==> config.mk <==
export PLATFORM = sky130hd
export DESIGN_NAME = instr_fetch
export DESIGN_NICKNAME = d
export VERILOG_FILES = /design/src/cpu_pkg.sv /design/src/instr_fetch.sv
export SDC_FILE = /design/constraint.sdc
export NUM_CORES = 2
export LEC_CHECK = 0
export BUFFER_PORTS_ARGS = -buffer_cell sky130_fd_sc_hd__buf_2
export CAP_MARGIN = 20
export CELL_PAD_IN_SITES_DETAIL_PLACEMENT = 1
export CELL_PAD_IN_SITES_GLOBAL_PLACEMENT = 1
export CORE_ASPECT_RATIO = 1.5
export CORE_UTILIZATION = 30
export CTS_CLUSTER_DIAMETER = 50
export CTS_CLUSTER_SIZE = 20
export DETAILED_ROUTE_END_ITERATION = 16
export GPL_ROUTABILITY_DRIVEN = 0
export HOLD_SLACK_MARGIN = 0.05
export PLACE_DENSITY_LB_ADDON = 0.1
export SLEW_MARGIN = 0
export SYNTH_ARGS = -nofsm -noshare
export SYNTH_HDL_FRONTEND = slang
export SYNTH_SLANG_ARGS = --single-unit
==> constraint.sdc <==
create_clock -name clk -period 2.6 [get_ports clk]
set_input_delay 0 -clock clk [delete_from_list [all_inputs] [get_ports clk]]
set_output_delay 0 -clock clk [all_outputs]
set_load 0.05 [all_outputs]
==> src/cpu_pkg.sv <==
package cpu_pkg;

  // datapath, register index and opcode widths
  localparam int word_w   = 16;
  localparam int reg_id_w = 4;
  localparam int op_w     = 4;
  // shift amount spans one full word
  localparam int shamt_w  = $clog2(word_w);

  // default word-address widths of program and data memory
  localparam int imem_aw_default = 8;
  localparam int dmem_aw_default = 8;

  // register arithmetic and logic
  localparam logic [op_w-1:0] op_add = 4'b0000;
  localparam logic [op_w-1:0] op_sub = 4'b0001;
  localparam logic [op_w-1:0] op_xor = 4'b0010;
  localparam logic [op_w-1:0] op_and = 4'b0011;

  // immediate shifts
  localparam logic [op_w-1:0] op_sll = 4'b0100;
  localparam logic [op_w-1:0] op_sra = 4'b0101;
  localparam logic [op_w-1:0] op_ror = 4'b0110;

  // memory and byte loads
  localparam logic [op_w-1:0] op_lw  = 4'b1000;
  localparam logic [op_w-1:0] op_sw  = 4'b1001;
  localparam logic [op_w-1:0] op_llb = 4'b1010;
  localparam logic [op_w-1:0] op_lhb = 4'b1011;

  // pc save and halt, any code not listed is a no-op
  localparam logic [op_w-1:0] op_pcs = 4'b1110;
  localparam logic [op_w-1:0] op_hlt = 4'b1111;

  // register, shift and memory layout
  typedef struct packed {
    logic [op_w-1:0]     opcode;
    logic [reg_id_w-1:0] rd;
    logic [reg_id_w-1:0] rs;
    logic [reg_id_w-1:0] rt;
  } r_form_t;

  // byte-load layout with an 8-bit immediate
  typedef struct packed {
    logic [op_w-1:0]     opcode;
    logic [reg_id_w-1:0] rd;
    logic [7:0]          imm8;
  } i_form_t;

  // one instruction word, decoded through either layout
  typedef union packed {
    r_form_t r_form;
    i_form_t i_form;
  } instr_t;

endpackage

==> src/instr_fetch.sv <==
module instr_fetch #(
  parameter int imem_aw = cpu_pkg::imem_aw_default
) (
  input  logic                       clk,
  input  logic                       reset,
  input  logic                       imem_we,
  input  logic [imem_aw-1:0]         imem_addr,
  input  cpu_pkg::instr_t            imem_wdata,
  // hlt decoded, stop advancing
  input  logic                       halt_seen,
  output logic [cpu_pkg::word_w-1:0] pc,
  output cpu_pkg::instr_t            instr,
  output logic [cpu_pkg::word_w-1:0] pc_next,
  output logic                       fetch_valid
);
  import cpu_pkg::*;

  instr_t             imem [2**imem_aw];
  logic [imem_aw-1:0] pc_word;
  logic [word_w-1:0]  pc_plus2;

  // byte address to word address
  assign pc_word  = pc[imem_aw:1];
  assign pc_plus2 = pc + word_w'(2);

  // load port, the core is held in reset while it is used
  always_ff @(posedge clk) begin
    if (imem_we) begin
      imem[imem_addr] <= imem_wdata;
    end
  end

  always_ff @(posedge clk) begin
    if (reset) begin
      pc <= '0;
    end else if (!halt_seen) begin
      pc <= pc_plus2;
    end
  end

  // fetch/decode register, the slot behind a hlt is dropped here
  always_ff @(posedge clk) begin
    if (reset) begin
      fetch_valid <= 1'b0;
    end else begin
      fetch_valid <= !halt_seen;
    end
  end

  always_ff @(posedge clk) begin
    instr   <= imem[pc_word];
    pc_next <= pc_plus2;
  end

  a_pc_even: assert property (@(posedge clk) disable iff (reset) pc[0] == 1'b0);

endmodule

======== After elaboration in Yosys (flattened, before gate mapping) ========
Memories as Yosys holds them, arrays and structs flattened. A register that Yosys moved wholly into a read port is not among the register bits.
Cells that the tools add are included.
storage, ports and cells
  register bits ........................... 33
  RAM bits ................................ 4096
  input bits .............................. 28
  output and inout bits ................... 49
  word-level logic and storage cells ...... 8
  memories kept ........................... 1
operators by class
  add/subtract/negate cells ............... 1
  muxes and demuxes ....................... 2
  reduce and logical (&&, ||, !) cells .... 1
memories
  memory  depth  bits a word  rd ports  clocked after Yosys merged registers in  wr ports  RTL line           text
  imem    256    16           1         1                                        1         instr_fetch.sv:18  instr_t imem [2**imem_aw];
operators with widths
  operator               number
  $add 16x2->16 const B  1
  $mux 1                 2
  $logic_not 1->1        1

======== Longest topological paths before layout ========
  depth after elaboration ................. 2
  gate-level depth with buffers ........... 12
  gate-level depth less buffers ........... 7

======== Worst setup path after synthesis ========
No wires, ideal clock.
  path type ............................... flip-flop to flip-flop
  from .................................... register pc[2] in the netlist's numbering
  to ...................................... register instr[15] in the netlist's numbering, read port of imem
  library setup time ...................... 0.133 ns
  data arrival time ....................... 2.698 ns
  required time ........................... 2.467 ns
  path slack .............................. -0.230 ns
  cell stages (with the launch flop) ...... 10
  path buffers ............................ 4
  period minus slack after synthesis ...... 2.830 ns
  cell sequence ........................... dfxtp_1 > buf_2 > buf_4 > clkbuf_1 > clkbuf_1 > mux4_2 > a221oi_1 > o22ai_1 > o41ai_1 > o32ai_1
RTL lines
  item                      RTL line           text
  start: declaration        instr_fetch.sv:11  output logic [cpu_pkg::word_w-1:0] pc,
  start signal: assignment  instr_fetch.sv:37  pc <= pc_plus2;
  end: declaration          instr_fetch.sv:12  output cpu_pkg::instr_t instr,

==> qor.txt <==
vias in the first global route -> 88.10k
Vias -> 81.80k
Worst Setup Path Type -> reg -> reg
CTS Sinks -> 4143
critical path's largest stage delay -> 0.52 ns
first-pass GRT wire length -> 766.6 mm
# setup viols final -> 16
antenna-violating nets left -> 0
maximum clock path buffer count -> 4
Hold WS -> 0.08795 ns
synthesis-to-finish area growth -> 23.97%
CP max-delay cell -> mux4_2
Iteration-0 DRC Markers -> 6863
maximum fanout along the worst path -> 13
initial antenna violation count -> 48
nets@finish -> 8808
post-layout min period -> 3.154 ns
placed instance area -> 0.1803 mm^2
DP Wirelength -> 371.8 mm
Synth cell types -> 80
largest net degree at the start of global routing -> 105
worst path cell trace -> buf_12, buf_4, buf_4, buf_12, mux4_2, mux4_2, o211ai_1, buf_4, a221oi_1, buf_4, a31o_1
largest cells by area after synthesis -> edfxtp_1, mux4_2, mux2i_1
Max-Slew Margin vs Limit -> 0.2383
die width -> 597.9 um
RSZ-0062 raised after global routing -> true
top-area cell type share of the netlist area -> 0.7696
final instance area -> 0.1981 mm^2
Root Buffer -> clkbuf_16
number of flops mapped to enable cells by yosys -> 4096
DRT Pass-1 Iters -> 5
Max Clk Rate -> 0.3171 GHz
die footprint -> 0.5357 mm^2
worst endpoint required time -> 3.51 ns
row cnt -> 328
Tot GR Track Use -> 0.2080
Filler Cells Inserted -> 50.89k
met1 Use GR -> 0.2624
overall routed net length -> 563.5 mm
CTS Buf Count -> 418
Top FF cell, synth -> edfxtp_1
worst skew pair latency -> 1.06 ns
count of final max-slew check failures -> 0
Most Crowded Layer GR -> met2
R2R cell count -> 11
met2 Use GR -> 0.3752
Seq cells post-synth -> 4143
period utilization -> 1.213
max_cap viols -> 0
Psw -> 36.24 mW
critical path arrival -> 4.06 ns
cell area after synthesis -> 0.1598 mm^2
run status -> complete, but fails checks
clock-pin slew on the worst setup and hold paths -> 0.07 ns
Internal -> 112.7 mW
met3 Usage GRT -> 0.02442
Slew @ Worst Pin -> 1.143 ns
Cells after Synth -> 7347
r2r setup slk -> -0.55 ns
critical path capture point type -> flop
Non-Filler Instances -> 16.26k
port bufs -> 74
Mean Syn Cell Area -> 21.75 um^2
critical path's most frequent cell -> buf_4
Top-Level Pins -> 77
synth cell count leaders -> edfxtp_1, mux4_2, nor2_1
GRT overflow -> 0
wire per inst -> 34.67 um
Sw Share -> 0.2433
Pwr Density -> 751.6 mW/mm^2
sequential power share -> 0.494
top-count cell post-synth -> edfxtp_1
pre-CTS WS -> -1.329 ns
Worst R2R End -> instr[12]$_DFF_P_
Synth async-reset ratio -> 0
fin worst setup slack -> -0.5540 ns
layout cells sized above 1 -> 0.3824
Clk network pwr share -> 0.431
worst vdd ir -> 0.0006382 V
Leak -> 62.68 nW
DRC viols -> 0
Die H -> 895.9 um
Logic pwr share -> 0.075
worst hold path type -> in -> reg
Final Skew -> 0.08434 ns
Worst R2R Start -> pc[1]$_SDFFE_PP0N_
Setup TNS Final -> -7.791 ns
CTS tree -> done
DP Cell Count -> 15.33k
CORE AREA -> 0.5310 mm^2
failing checks -> setup timing
H-tree Lvls -> 5
initial core utilization -> 0.3009
Via density -> 5.032
register area share after synthesis -> 0.7755
CP Launch Point -> pc[1]$_SDFFE_PP0N_
synthesis warning total -> 0
biggest area consumer among synthesized cells -> edfxtp_1
startpoint types -> flop
final hold vios -> 0
CP endpoint -> instr[12]$_DFF_P_
worst min-delay path by stage:
| stage | start | end | slack, ns | cells after the start |
|---|---|---|---|---|
| after floorplan | imem_wdata[0] | imem[0][0]$_DFFE_PP_ | 0.1 | 0 |
| after global placement | imem_wdata[15] | imem[114][15]$_DFFE_PP_ | 0.36 | 1 |
| after detailed placement | imem_wdata[15] | imem[120][15]$_DFFE_PP_ | 0.36 | 1 |
| after CTS | halt_seen | pc[11]$_SDFFE_PP0N_ | 0.05 | 4 |
| after global routing | imem_wdata[11] | imem[158][11]$_DFFE_PP_ | 0.09 | 2 |
| final | imem_wdata[13] | imem[146][13]$_DFFE_PP_ | 0.09 | 2 |
state kept, by name (all words and copies together) (netlist names):
register,cells
instr,16
pc_next,15
fetch_valid,1
imem,4096
pc,15
layer usage:
metal / up-vias / wire length, um / share of wire
li1: 34030 / - / -
met2: 1656 / 294800 / 0.52
met1: 45530 / 230300 / 0.41
met3: 568 / 21650 / 0.038
met5: - / 58 / 0.00010
met4: 10 / 16660 / 0.030
layout by cell type (no fill, tap or decap), drive strengths merged, types with 30 or more instances in the layout:
cell type | netlist | final
a221oi | 131 | 131
o31ai | 41 | 41
clkinv | 2 | 140
clkbuf | 179 | 452
nand3 | 39 | 39
nand2 | 116 | 116
a21oi | 96 | 96
o22ai | 94 | 94
dfxtp | 47 | 47
a22o | 45 | 45
nor2 | 387 | 387
inv | 7 | 144
mux2 | 37 | 37
a221o | 56 | 56
o21ai | 118 | 118
mux2i | 367 | 367
buf | 270 | 1414
mux4 | 880 | 880
a211oi | 41 | 41
edfxtp | 4096 | 4096
nor3 | 35 | 35
bufinv | 0 | 30
dlygate4sd3 | 1 | 44
stage by stage:
stage	total power, mW	utilization
after floorplan	80.33	-
after global placement	85.41	0.3394
after detailed placement	85.55	0.3394
after CTS	150.6	0.3713
after global routing	153.1	0.3730
final	148.9	0.3731
power groups by stage:
stage          clock (mW)  sequential [mW]  combinational [mW]
6_report             64.2             73.6                11.2
2_1_floorplan           0             75.1                5.20
5_1_grt              67.7             73.6                11.8
4_1_cts              65.8             73.6                11.2
3_5_place_dp            0             75.1                10.5
3_3_place_gp            0             75.1                10.3
cells by family after synthesis:
logic type | share of synthesized area
AO/OA/AOI/OAI | 0.03559
XOR/XNOR | 0.001206
adder cells (fa/ha/maj) | 0.00007828
buffers and inverters | 0.01978
flip-flops | 0.7755
multiplexers | 0.1501
other | 0.00002346
AND/OR/NAND/NOR | 0.01772
critical path, delay by kind of cell (launching register included):
kind                   cells  cell delay [ns]
DFF                        1             0.39
buffers and inverters      6             1.03
AOI/OAI and AO/OA          3             0.56
muxes                      2             1.00
area by class of cell:
| type | count | area (um^2) | area share |
|---|---|---|---|
| clock buffers | 449 | 10750 | 0.05423 |
| well taps | 7095 | 8877 | 0.04481 |
| diodes | 20 | 50.05 | 0.0002526 |
| repair buffers | 1465 | 15960 | 0.08054 |
| multi-input cells | 2742 | 34690 | 0.1751 |
| inverters | 9 | 48.80 | 0.0002463 |
| flip-flops and latches | 4143 | 124000 | 0.6257 |
| clock inverters | 332 | 3796 | 0.01916 |
repair_timing:
action	CTS	global route
hold buffers	49	0
gates cloned	12	3
setup endpoints to repair	24	22
buffers inserted	39	32
endpoints found under the hold margin	6850	0
pin swaps	15	38
gates resized for setup	214	132
Power figures use the tool's default switching activity.
