===== src/cpu_pkg.sv =====
package cpu_pkg;

  // datapath, register index and opcode widths
  localparam int word_w   = 16;
  localparam int reg_id_w = 4;
  localparam int op_w     = 4;
  // shift amount spans one full word
  localparam int shamt_w  = $clog2(word_w);

  // default word-address widths of program and data memory
  localparam int imem_aw_default = 8;
  localparam int dmem_aw_default = 8;

  // register arithmetic and logic
  localparam logic [op_w-1:0] op_add = 4'b0000;
  localparam logic [op_w-1:0] op_sub = 4'b0001;
  localparam logic [op_w-1:0] op_xor = 4'b0010;
  localparam logic [op_w-1:0] op_and = 4'b0011;

  // immediate shifts
  localparam logic [op_w-1:0] op_sll = 4'b0100;
  localparam logic [op_w-1:0] op_sra = 4'b0101;
  localparam logic [op_w-1:0] op_ror = 4'b0110;

  // memory and byte loads
  localparam logic [op_w-1:0] op_lw  = 4'b1000;
  localparam logic [op_w-1:0] op_sw  = 4'b1001;
  localparam logic [op_w-1:0] op_llb = 4'b1010;
  localparam logic [op_w-1:0] op_lhb = 4'b1011;

  // pc save and halt, any code not listed is a no-op
  localparam logic [op_w-1:0] op_pcs = 4'b1110;
  localparam logic [op_w-1:0] op_hlt = 4'b1111;

  // register, shift and memory layout
  typedef struct packed {
    logic [op_w-1:0]     opcode;
    logic [reg_id_w-1:0] rd;
    logic [reg_id_w-1:0] rs;
    logic [reg_id_w-1:0] rt;
  } r_form_t;

  // byte-load layout with an 8-bit immediate
  typedef struct packed {
    logic [op_w-1:0]     opcode;
    logic [reg_id_w-1:0] rd;
    logic [7:0]          imm8;
  } i_form_t;

  // one instruction word, decoded through either layout
  typedef union packed {
    r_form_t r_form;
    i_form_t i_form;
  } instr_t;

endpackage


===== src/pipe_if.sv =====
// decode to execute bundle
interface ex_if;
  import cpu_pkg::*;

  logic                valid;
  logic [op_w-1:0]     opcode;
  logic [reg_id_w-1:0] rd;
  logic [reg_id_w-1:0] rs_id;
  logic [reg_id_w-1:0] rt_id;
  logic [word_w-1:0]   rs_data;
  logic [word_w-1:0]   rt_data;
  logic [word_w-1:0]   imm;
  logic [word_w-1:0]   pc_next;
  logic                reg_write;
  logic                mem_read;
  logic                mem_write;
  logic                use_imm;
  logic                is_shift;
  logic                is_byte_load;
  logic                is_pcs;
  logic                is_hlt;

  modport source (
    output valid, opcode, rd, rs_id, rt_id, rs_data, rt_data, imm, pc_next,
    output reg_write, mem_read, mem_write, use_imm, is_shift, is_byte_load,
    output is_pcs, is_hlt
  );
  modport sink (
    input valid, opcode, rd, rs_id, rt_id, rs_data, rt_data, imm, pc_next,
    input reg_write, mem_read, mem_write, use_imm, is_shift, is_byte_load,
    input is_pcs, is_hlt
  );
endinterface


// writeback bundle, fans out to regfile and forwarding
interface wb_if;
  import cpu_pkg::*;

  logic                we;
  logic [reg_id_w-1:0] rd;
  logic [word_w-1:0]   data;
  logic                hlt;

  modport source (output we, rd, data, hlt);
  modport sink (input we, rd, data, hlt);
endinterface


===== src/decode_stage.sv =====
module decode_stage (
  input  logic                       clk,
  input  logic                       reset,
  input  cpu_pkg::instr_t            instr,
  input  logic [cpu_pkg::word_w-1:0] pc_next,
  input  logic                       fetch_valid,
  output logic                       halt_seen,
  ex_if.source                       ex,
  wb_if.sink                         wb
);
  import cpu_pkg::*;

  logic [word_w-1:0]   regs [2**reg_id_w];
  logic [op_w-1:0]     opcode;
  logic [reg_id_w-1:0] rd;
  logic [reg_id_w-1:0] rs_id;
  logic [reg_id_w-1:0] rt_id;
  logic [word_w-1:0]   rs_data;
  logic [word_w-1:0]   rt_data;
  logic [word_w-1:0]   imm;
  logic                is_mem;
  logic                is_shift;
  logic                is_byte_load;
  logic                writes_reg;
  logic                halt_q;
  logic                id_valid;

  // both views share opcode and rd
  assign opcode = instr.r_form.opcode;
  assign rd     = instr.r_form.rd;

  assign is_mem       = (opcode == op_lw) || (opcode == op_sw);
  assign is_shift     = opcode inside {op_sll, op_sra, op_ror};
  assign is_byte_load = (opcode == op_llb) || (opcode == op_lhb);
  assign writes_reg   = opcode inside {op_add, op_sub, op_xor, op_and, op_sll, op_sra,
                                       op_ror, op_lw, op_llb, op_lhb, op_pcs};

  // stores carry their data register in the rd field
  assign rt_id = (opcode == op_sw) ? rd : instr.r_form.rt;
  // byte loads read the register they modify
  assign rs_id = is_byte_load ? rd : instr.r_form.rs;

  always_comb begin
    if (is_mem) begin
      // signed word offset, shifted to a byte offset
      imm = {{(word_w-5){instr.r_form.rt[3]}}, instr.r_form.rt, 1'b0};
    end else if (is_shift) begin
      imm = {{(word_w-4){1'b0}}, instr.r_form.rt};
    end else if (is_byte_load) begin
      imm = {{(word_w-8){1'b0}}, instr.i_form.imm8};
    end else begin
      imm = '0;
    end
  end

  // read with write-through from writeback, r0 reads zero
  always_comb begin
    rs_data = regs[rs_id];
    if (wb.we && (wb.rd == rs_id)) begin
      rs_data = wb.data;
    end
    if (rs_id == '0) begin
      rs_data = '0;
    end
    rt_data = regs[rt_id];
    if (wb.we && (wb.rd == rt_id)) begin
      rt_data = wb.data;
    end
    if (rt_id == '0) begin
      rt_data = '0;
    end
  end

  always_ff @(posedge clk) begin
    if (reset) begin
      for (int i = 0; i < 2**reg_id_w; i++) begin
        regs[i] <= '0;
      end
    end else if (wb.we) begin
      regs[wb.rd] <= wb.data;
    end
  end

  // halt_seen goes high in the cycle hlt sits in decode
  assign halt_seen = halt_q || (fetch_valid && (opcode == op_hlt));
  // bubbles once the halt has gone by
  assign id_valid  = fetch_valid && !halt_q;

  always_ff @(posedge clk) begin
    if (reset) begin
      halt_q       <= 1'b0;
      ex.valid     <= 1'b0;
      ex.reg_write <= 1'b0;
      ex.mem_read  <= 1'b0;
      ex.mem_write <= 1'b0;
      ex.is_hlt    <= 1'b0;
    end else begin
      halt_q       <= halt_seen;
      ex.valid     <= id_valid;
      // r0 is never written
      ex.reg_write <= id_valid && writes_reg && (rd != '0);
      ex.mem_read  <= id_valid && (opcode == op_lw);
      ex.mem_write <= id_valid && (opcode == op_sw);
      ex.is_hlt    <= id_valid && (opcode == op_hlt);
    end
  end

  // decode/execute payload
  always_ff @(posedge clk) begin
    ex.opcode       <= opcode;
    ex.rd           <= rd;
    ex.rs_id        <= rs_id;
    ex.rt_id        <= rt_id;
    ex.rs_data      <= rs_data;
    ex.rt_data      <= rt_data;
    ex.imm          <= imm;
    ex.pc_next      <= pc_next;
    ex.use_imm      <= is_mem;
    ex.is_shift     <= is_shift;
    ex.is_byte_load <= is_byte_load;
    ex.is_pcs       <= (opcode == op_pcs);
  end

  // checked three stages on, where the write really happens
  a_no_r0_write: assert property (@(posedge clk) disable iff (reset) wb.we |-> wb.rd != '0);

endmodule


===== src/flat_wrapper.sv =====
// flat-port wrapper written by rule: the top's interface ports become plain ports
module decode_stage_flat import cpu_pkg::*;
  (clk, reset, instr, pc_next, fetch_valid, halt_seen, ex_valid, ex_opcode, ex_rd, ex_rs_id, ex_rt_id, ex_rs_data, ex_rt_data, ex_imm, ex_pc_next, ex_reg_write, ex_mem_read, ex_mem_write, ex_use_imm, ex_is_shift, ex_is_byte_load, ex_is_pcs, ex_is_hlt, wb_we, wb_rd, wb_data, wb_hlt);
  ex_if ex_i ();
  wb_if wb_i ();
  input  logic clk;
  input  logic reset;
  input  cpu_pkg::instr_t instr;
  input  logic [cpu_pkg::word_w-1:0] pc_next;
  input  logic fetch_valid;
  output logic halt_seen;
  output wire logic [$bits(ex_i.valid)-1:0] ex_valid;
  output wire logic [$bits(ex_i.opcode)-1:0] ex_opcode;
  output wire logic [$bits(ex_i.rd)-1:0] ex_rd;
  output wire logic [$bits(ex_i.rs_id)-1:0] ex_rs_id;
  output wire logic [$bits(ex_i.rt_id)-1:0] ex_rt_id;
  output wire logic [$bits(ex_i.rs_data)-1:0] ex_rs_data;
  output wire logic [$bits(ex_i.rt_data)-1:0] ex_rt_data;
  output wire logic [$bits(ex_i.imm)-1:0] ex_imm;
  output wire logic [$bits(ex_i.pc_next)-1:0] ex_pc_next;
  output wire logic [$bits(ex_i.reg_write)-1:0] ex_reg_write;
  output wire logic [$bits(ex_i.mem_read)-1:0] ex_mem_read;
  output wire logic [$bits(ex_i.mem_write)-1:0] ex_mem_write;
  output wire logic [$bits(ex_i.use_imm)-1:0] ex_use_imm;
  output wire logic [$bits(ex_i.is_shift)-1:0] ex_is_shift;
  output wire logic [$bits(ex_i.is_byte_load)-1:0] ex_is_byte_load;
  output wire logic [$bits(ex_i.is_pcs)-1:0] ex_is_pcs;
  output wire logic [$bits(ex_i.is_hlt)-1:0] ex_is_hlt;
  input wire logic [$bits(wb_i.we)-1:0] wb_we;
  input wire logic [$bits(wb_i.rd)-1:0] wb_rd;
  input wire logic [$bits(wb_i.data)-1:0] wb_data;
  input wire logic [$bits(wb_i.hlt)-1:0] wb_hlt;
  assign ex_valid = ex_i.valid;
  assign ex_opcode = ex_i.opcode;
  assign ex_rd = ex_i.rd;
  assign ex_rs_id = ex_i.rs_id;
  assign ex_rt_id = ex_i.rt_id;
  assign ex_rs_data = ex_i.rs_data;
  assign ex_rt_data = ex_i.rt_data;
  assign ex_imm = ex_i.imm;
  assign ex_pc_next = ex_i.pc_next;
  assign ex_reg_write = ex_i.reg_write;
  assign ex_mem_read = ex_i.mem_read;
  assign ex_mem_write = ex_i.mem_write;
  assign ex_use_imm = ex_i.use_imm;
  assign ex_is_shift = ex_i.is_shift;
  assign ex_is_byte_load = ex_i.is_byte_load;
  assign ex_is_pcs = ex_i.is_pcs;
  assign ex_is_hlt = ex_i.is_hlt;
  assign wb_i.we = wb_we;
  assign wb_i.rd = wb_rd;
  assign wb_i.data = wb_data;
  assign wb_i.hlt = wb_hlt;
  decode_stage u_core (.clk(clk), .reset(reset), .instr(instr), .pc_next(pc_next), .fetch_valid(fetch_valid), .halt_seen(halt_seen), .ex(ex_i), .wb(wb_i));
endmodule

===== config.mk =====
export PLATFORM = sky130hd
export DESIGN_NAME = decode_stage_flat
export DESIGN_NICKNAME = d
export VERILOG_FILES = /design/src/cpu_pkg.sv /design/src/pipe_if.sv /design/src/decode_stage.sv /design/src/flat_wrapper.sv
export SDC_FILE = /design/constraint.sdc
export NUM_CORES = 1
export LEC_CHECK = 0
export BUFFER_PORTS_ARGS = -buffer_cell sky130_fd_sc_hd__buf_2
export CELL_PAD_IN_SITES_DETAIL_PLACEMENT = 1
export CELL_PAD_IN_SITES_GLOBAL_PLACEMENT = 2
export CORE_UTILIZATION = 42
export DETAILED_ROUTE_END_ITERATION = 10
export PLACE_DENSITY = 0.93
export SLEW_MARGIN = 20
export SYNTH_ARGS = -nofsm -noshare
export SYNTH_HDL_FRONTEND = slang
export SYNTH_SLANG_ARGS = --single-unit
export TNS_END_PERCENT = 30

===== constraint.sdc =====
create_clock -name clk -period 3.8 [get_ports clk]
set_input_delay 0.19 -clock clk [delete_from_list [all_inputs] [get_ports clk]]
set_output_delay 0.19 -clock clk [all_outputs]
set_load 0.05 [all_outputs]

; Yosys cells after proc, flatten, opt, wreduce, memory -nomap -nowiden
; Memories as Yosys holds them, arrays and structs flattened.
; Cells that the tools add are included.
[word_totals]
memories = 1
ramBits = 256
reg_bits = 90
[classes]
eq_ne = 14
n_mux = 15
reduce_logical = 20
[mem_list]
columns = memory, depth, width, rd, rd_ports_with_merged_regs, wr, line_no
row1 = u_core.regs, 16, 16, 2, 0, 16, decode_stage.sv:13  ; logic [word_w-1:0] regs [2**reg_id_w];
[op_table]
columns = cell, count
row1 = $mux 16, 5
row2 = $eq 4x4->1 const B, 6
row3 = $reduce_or 16->1, 1
row4 = $eq 4x3->1 const B, 3
row5 = $logic_not 4->1, 3
row6 = $mux 4, 3
row7 = $reduce_bool 11->1, 1
row8 = $logic_and 1x1->1, 9
row9 = $eq 4x2->1 const B, 2
row10 = $eq 4x4->1, 2
row11 = $mux 8, 1
row12 = $mux 1, 6
row13 = $eq 4x1->1 const B, 1
row14 = $reduce_bool 4->1, 1
row15 = $logic_or 1x1->1, 3
row16 = $reduce_bool 3->1, 1
row17 = $logic_not 1->1, 1

; Logic depth before layout (Yosys ltp)
[depth]
word_depth = 6
depth_mapped = 12

; Least setup slack after synthesis
; No wires, ideal clock.
[synth_path]
path_kind = input-to-reg
startpoint = input port instr[13] (netlist name)
endpoint = register u_core.ex.rt_data[14]
stages = 8
arrival_time_ns = 2.016
setup_ns = 0.131
path_slack_ns = 1.653
path_cell_list = buf_2 -> and4bb_1 -> buf_6 -> mux2i_4 -> mux4_2 -> and3_1 -> nor4_1 -> a31oi_1
[synth_between]
elab_chain_cells = 5
elab_cells_between_ends = 7
[synth_lines]
columns = item, line_no
row1 = "start, declared", flat_wrapper.sv:8  ; input cpu_pkg::instr_t instr;
row2 = $eq 4x4->1 *, decode_stage.sv:39  ; assign rt_id = (opcode == op_sw) ? rd : instr.r_form.rt;
row3 = $mux 4 *, decode_stage.sv:39
row4 = branches (longest 3 deep; another with $mem_v2 16x16), --
row5 = "end, declared", pipe_if.sv:24  ; output valid, opcode, rd, rs_id, rt_id, rs_data, rt_data, imm, pc_next,
; Mark *: on every way between the ends.
; A chain may end at the register's enable or synchronous reset.

; Final worst setup path
[layout_path]
startpoint = input port instr[13] (netlist name)
endpoint = register u_core.ex.rt_data[5]
; The elaborated chain is that of the path after synthesis.

==> impl_summary.txt <==
----------------------------------------------------
[Run status]
  Result of the run ... finished, final reports clean

[Timing]
  Timing-limited maximum frequency ... ~320 MHz
  Hold violation count in the final report ... 0
  Period Utilization, post-route ... a little over 80%
  Total negative setup slack ... 0 ns
  Pins over their slew limit ... 0
  Setup skew after layout ... approximately 0.022 ns
  Final-report setup violation count ... 0
  Setup slack after layout ... 0.702 ns
  Worst slew margin relative to its limit ... a little under a third
  Time the worst path needs with I/O delays and setup ... a little over 3 ns
  Setup repair after global routing missed its margin ... no
  Actual transition at the worst max-transition pin ... ~1 ns

[Floorplan]
  Number of placement rows ... 72
  Height of the die ... 201 um
  Boundary Pins ... 147
  Initial core utilization ... 42.9%
  Core region area ... 38900 um2
  Total die area ... between 40000 and 50000 um2
  Die X-Extent ... a little over 200 um

[Clock network]
  Cts bufs inserted ... 39
  Post-cts hold buffer count ... 33
  H-tree Lvls ... 2
  Clock input transition at the sequential cells of the worst setup and hold paths ... about 0.05 ns
  Clock latency on the worst-skew pair ... ~0.55 ns
  Number of gates given a new drive strength after cts ... 0
  Clock sink count ... 339
  Post-CTS setup buffers ... 0
  Root cell of the clock tree ... sky130_fd_sc_hd__clkbuf_16
  CTS tree ... done
  Max clock buf depth ... 3

[Power and ir drop]
  Highest ir drop seen on vdd ... 0.306 mV
  Overall power ... around 9.6 mW
  Power density normalized to cell area ... around 500 nW/um2
  Reported leakage power ... slightly below 8 nW

[Setup path]
  Internal reg-to-reg setup slack ... ~1.8 ns
  Largest fanout on the critical path ... 77
  Kind of critical path ... input pin to flop
  Worst setup SP type ... input pin
  Required time at the worst-slack endpoint ... ~4.3 ns
  Arrival @ worst endpoint ... about 3.6 ns
  CP Capture Type ... flop

[Synthesis]
  Distinct cell type count after synthesis ... 51
  Fraction of registers with async set or reset after synthesis ... 0%
  Gate count after technology mapping ... 1608
  Seq/Total Area, Yosys ... between 50% and 60%
  Mean area per synthesized cell ... around 10 um2
  Count of flip-flops with a built-in enable after synthesis ... about 260
  Synthesized area ... about 17000 um2
  Mapped Nets ... between 1.5k and 2k
  Synthesis warning total ... 0
  Top FF cell, synth ... sky130_fd_sc_hd__edfxtp_1
  Flip-flop and latch count after synthesis ... 339

[Routing]
  TritonRoute pass-1 iters ... 5
  Final ANT Viol Nets ... 0
  First DRT Iteration DRCs ... ~1.2k
  DRC violation count after routing ... 0
  Total Wirelength ... slightly below 60 mm
  Via count ... 13.5k
  WL/cell ... ~25 um
  Via-to-Cell Ratio ... ~5.9

[Finish]
  Cell area after layout ... around 19000 um2
  Nets ... between 1.5k and 2k
  Layout cell share with drive strength beyond 1 ... around 16%
  Seq. cell area ... approximately 9300 um2
  Area Growth Syn to Fin ... 16.6%
  # fillers ... about 4.4k
  Multi-input combinational cell area ... ~6800 um2
  Cell Count, Final, Fillers Out ... 2300

[Placement]
  Post-Place Setup Slack ... roughly 0.78 ns
  Count of input and output buffers ... ~150
  Final GP Congestion ... ~0.84
  Placed insts ... 2193
  Post-detailed-placement half-perimeter wirelength ... approximately 35 mm
  Instance area after placement ... between 15000 and 20000 um2

[Run]
  Number of max-capacitance violations reported ... 0

[Global routing]
  Via count of the first global-routing pass ... 14.1k
  Grt ovf ... 0
  Number of antenna violations at the first check in global routing ... 4
  Global router's overall resource usage ... 28.3%
  Maximum number of pins on one net before global-route repair ... 90
  First-pass GRT wire length ... roughly 86 mm

[Hold path]
  Path class of the lowest-slack min-delay path ... input pin to flop

----------------------------------------------------
## cell usage after synthesis, types with 2 or more instances
cell type | number | area [um2]
sky130_fd_sc_hd__o21ai_0 | 48 | 240
sky130_fd_sc_hd__buf_4 | 11 | 82.6
sky130_fd_sc_hd__inv_2 | 3 | 11.3
sky130_fd_sc_hd__nor2b_1 | 2 | 12.5
sky130_fd_sc_hd__buf_6 | 6 | 67.6
sky130_fd_sc_hd__o211ai_1 | 14 | 105
sky130_fd_sc_hd__a22o_1 | 3 | 26.3
sky130_fd_sc_hd__nand2b_1 | 12 | 75.1
sky130_fd_sc_hd__a31oi_1 | 32 | 200
sky130_fd_sc_hd__nor3b_1 | 2 | 15.0
sky130_fd_sc_hd__nand3b_1 | 2 | 15.0
sky130_fd_sc_hd__o21ai_1 | 14 | 70.1
sky130_fd_sc_hd__o22ai_1 | 16 | 100
sky130_fd_sc_hd__dfxtp_1 | 83 | 1660
sky130_fd_sc_hd__a211oi_1 | 15 | 113
sky130_fd_sc_hd__nand2_1 | 316 | 1190
sky130_fd_sc_hd__clkbuf_1 | 71 | 267
sky130_fd_sc_hd__nand3_1 | 23 | 115
sky130_fd_sc_hd__or3_1 | 2 | 12.5
sky130_fd_sc_hd__mux4_2 | 4 | 90.1
sky130_fd_sc_hd__a21o_1 | 5 | 37.5
sky130_fd_sc_hd__o2111ai_1 | 3 | 26.3
sky130_fd_sc_hd__nor2_1 | 21 | 78.8
sky130_fd_sc_hd__mux2i_1 | 113 | 1130
sky130_fd_sc_hd__nor4_1 | 18 | 113
sky130_fd_sc_hd__a221oi_1 | 14 | 123
sky130_fd_sc_hd__nor3_1 | 6 | 30.0
sky130_fd_sc_hd__inv_1 | 5 | 18.8
sky130_fd_sc_hd__mux2_2 | 3 | 33.8
sky130_fd_sc_hd__and3_1 | 2 | 12.5
sky130_fd_sc_hd__edfxtp_1 | 256 | 7690
sky130_fd_sc_hd__nand4_1 | 6 | 37.5
sky130_fd_sc_hd__a21oi_1 | 125 | 626
sky130_fd_sc_hd__or2_2 | 17 | 106
sky130_fd_sc_hd__and2_1 | 258 | 1610
sky130_fd_sc_hd__mux2i_4 | 3 | 67.6
sky130_fd_sc_hd__xnor2_1 | 8 | 70.1
sky130_fd_sc_hd__nor4b_1 | 14 | 123
sky130_fd_sc_hd__buf_2 | 40 | 200
## registers in the layout (all words and copies together) (netlist names), 4 cells and up
signal / flops
u_core.ex.imm: 9
u_core.ex.rs_data: 16
u_core.ex.rt_id: 4
u_core.ex.rd: 4
u_core.ex.pc_next: 16
u_core.ex.rt_data: 16
u_core.ex.rs_id: 4
u_core.ex.opcode: 4
u_core.regs: 256
## power breakdown
group	switching [mW]	total, mW	internal, mW
logic	1.10	1.51	0.407
registers	0.131	4.37	4.24
clock network	1.57	3.70	2.12
total	2.81	9.58	6.77
## logic make-up (layout without fill, tap and decap cells)
family / Yosys count / in the layout / synth area share (%)
flops: 339 / 339 / 55.9
mux: 124 / 124 / 7.99
compound gates: 293 / 293 / 10.2
simple gates: 706 / 706 / 21.6
xor+xnor: 8 / 8 / 0.419
buf+inv: 138 / 310 / 3.93
other cells: 0 / 2 / 0
## cells in the final DEF (no fill, tap or decap), types with 15 or more instances in the layout
cell / netlist / layout
sky130_fd_sc_hd__o21ai_0: 48 / 48
sky130_fd_sc_hd__nor2_1: 21 / 21
sky130_fd_sc_hd__nand3_1: 23 / 23
sky130_fd_sc_hd__mux2i_1: 113 / 112
sky130_fd_sc_hd__o22ai_1: 16 / 16
sky130_fd_sc_hd__dfxtp_1: 83 / 83
sky130_fd_sc_hd__a31oi_1: 32 / 32
sky130_fd_sc_hd__dlygate4sd3_1: 0 / 33
sky130_fd_sc_hd__buf_2: 40 / 145
sky130_fd_sc_hd__buf_4: 11 / 49
sky130_fd_sc_hd__clkbuf_16: 0 / 40
sky130_fd_sc_hd__a21oi_1: 125 / 124
sky130_fd_sc_hd__and2_1: 258 / 258
sky130_fd_sc_hd__nand2_1: 316 / 316
sky130_fd_sc_hd__nor4_1: 18 / 18
sky130_fd_sc_hd__edfxtp_1: 256 / 256
sky130_fd_sc_hd__a211oi_1: 15 / 15
sky130_fd_sc_hd__or2_2: 17 / 17
## worst max-delay path, stage by stage
cell and delay (ns):
sky130_fd_sc_hd__dlygate4sd3_1 0.54, sky130_fd_sc_hd__buf_2 0.22, sky130_fd_sc_hd__and4bb_1 0.27, sky130_fd_sc_hd__mux2i_4 0.25, sky130_fd_sc_hd__inv_4 0.72, sky130_fd_sc_hd__buf_4 0.44, sky130_fd_sc_hd__a211oi_1 0.13, sky130_fd_sc_hd__a221oi_1 0.38
sky130_fd_sc_hd__o21ai_1 0.15, sky130_fd_sc_hd__a31oi_1 0.17
## per-stage QoR
step | hold WS [ns] | util [%]
after detailed placement | 0.294 | 46.1
after global routing | 0.0377 | 50.1
after global placement | 0.292 | 46.1
after CTS | 0.000599 | 50.1
final | 0.0398 | 50.1
after floorplan | 0.218 | -
## metal layers
layer | routed length [um] | vias to the layer above | GRT usage (%)
met5 | 0 | - | 0
li1 | - | 5961 | -
met3 | 3920 | 157 | 4.60
met1 | 22500 | 6885 | 34.6
met4 | 2420 | 0 | 12.6
met2 | 29200 | 528 | 49.1
## path summary, 6_finish.rpt
kind                      start                     to  cells after the start
min                    instr[4]       u_core.ex.imm[4]                      2
max                   instr[13]   u_core.ex.rt_data[5]                     10
max reg2reg  u_core.regs[9][14]  u_core.ex.rs_data[14]                      6
min reg2reg       u_core.halt_q        u_core.ex.valid                      1
## area by class of cell
| class | instances | area share (%) |
|---|---|---|
| Sequential cell | 339 | 48.0 |
| Clock inverter | 17 | 0.764 |
| Multi-Input combinational cell | 1131 | 34.7 |
| Inverter | 9 | 0.186 |
| Timing Repair Buffer | 229 | 7.51 |
| Tap cell | 518 | 3.33 |
| Antenna cell | 2 | 0.0257 |
| Clock buffer | 55 | 5.53 |
Power figures use the tool's default switching activity.
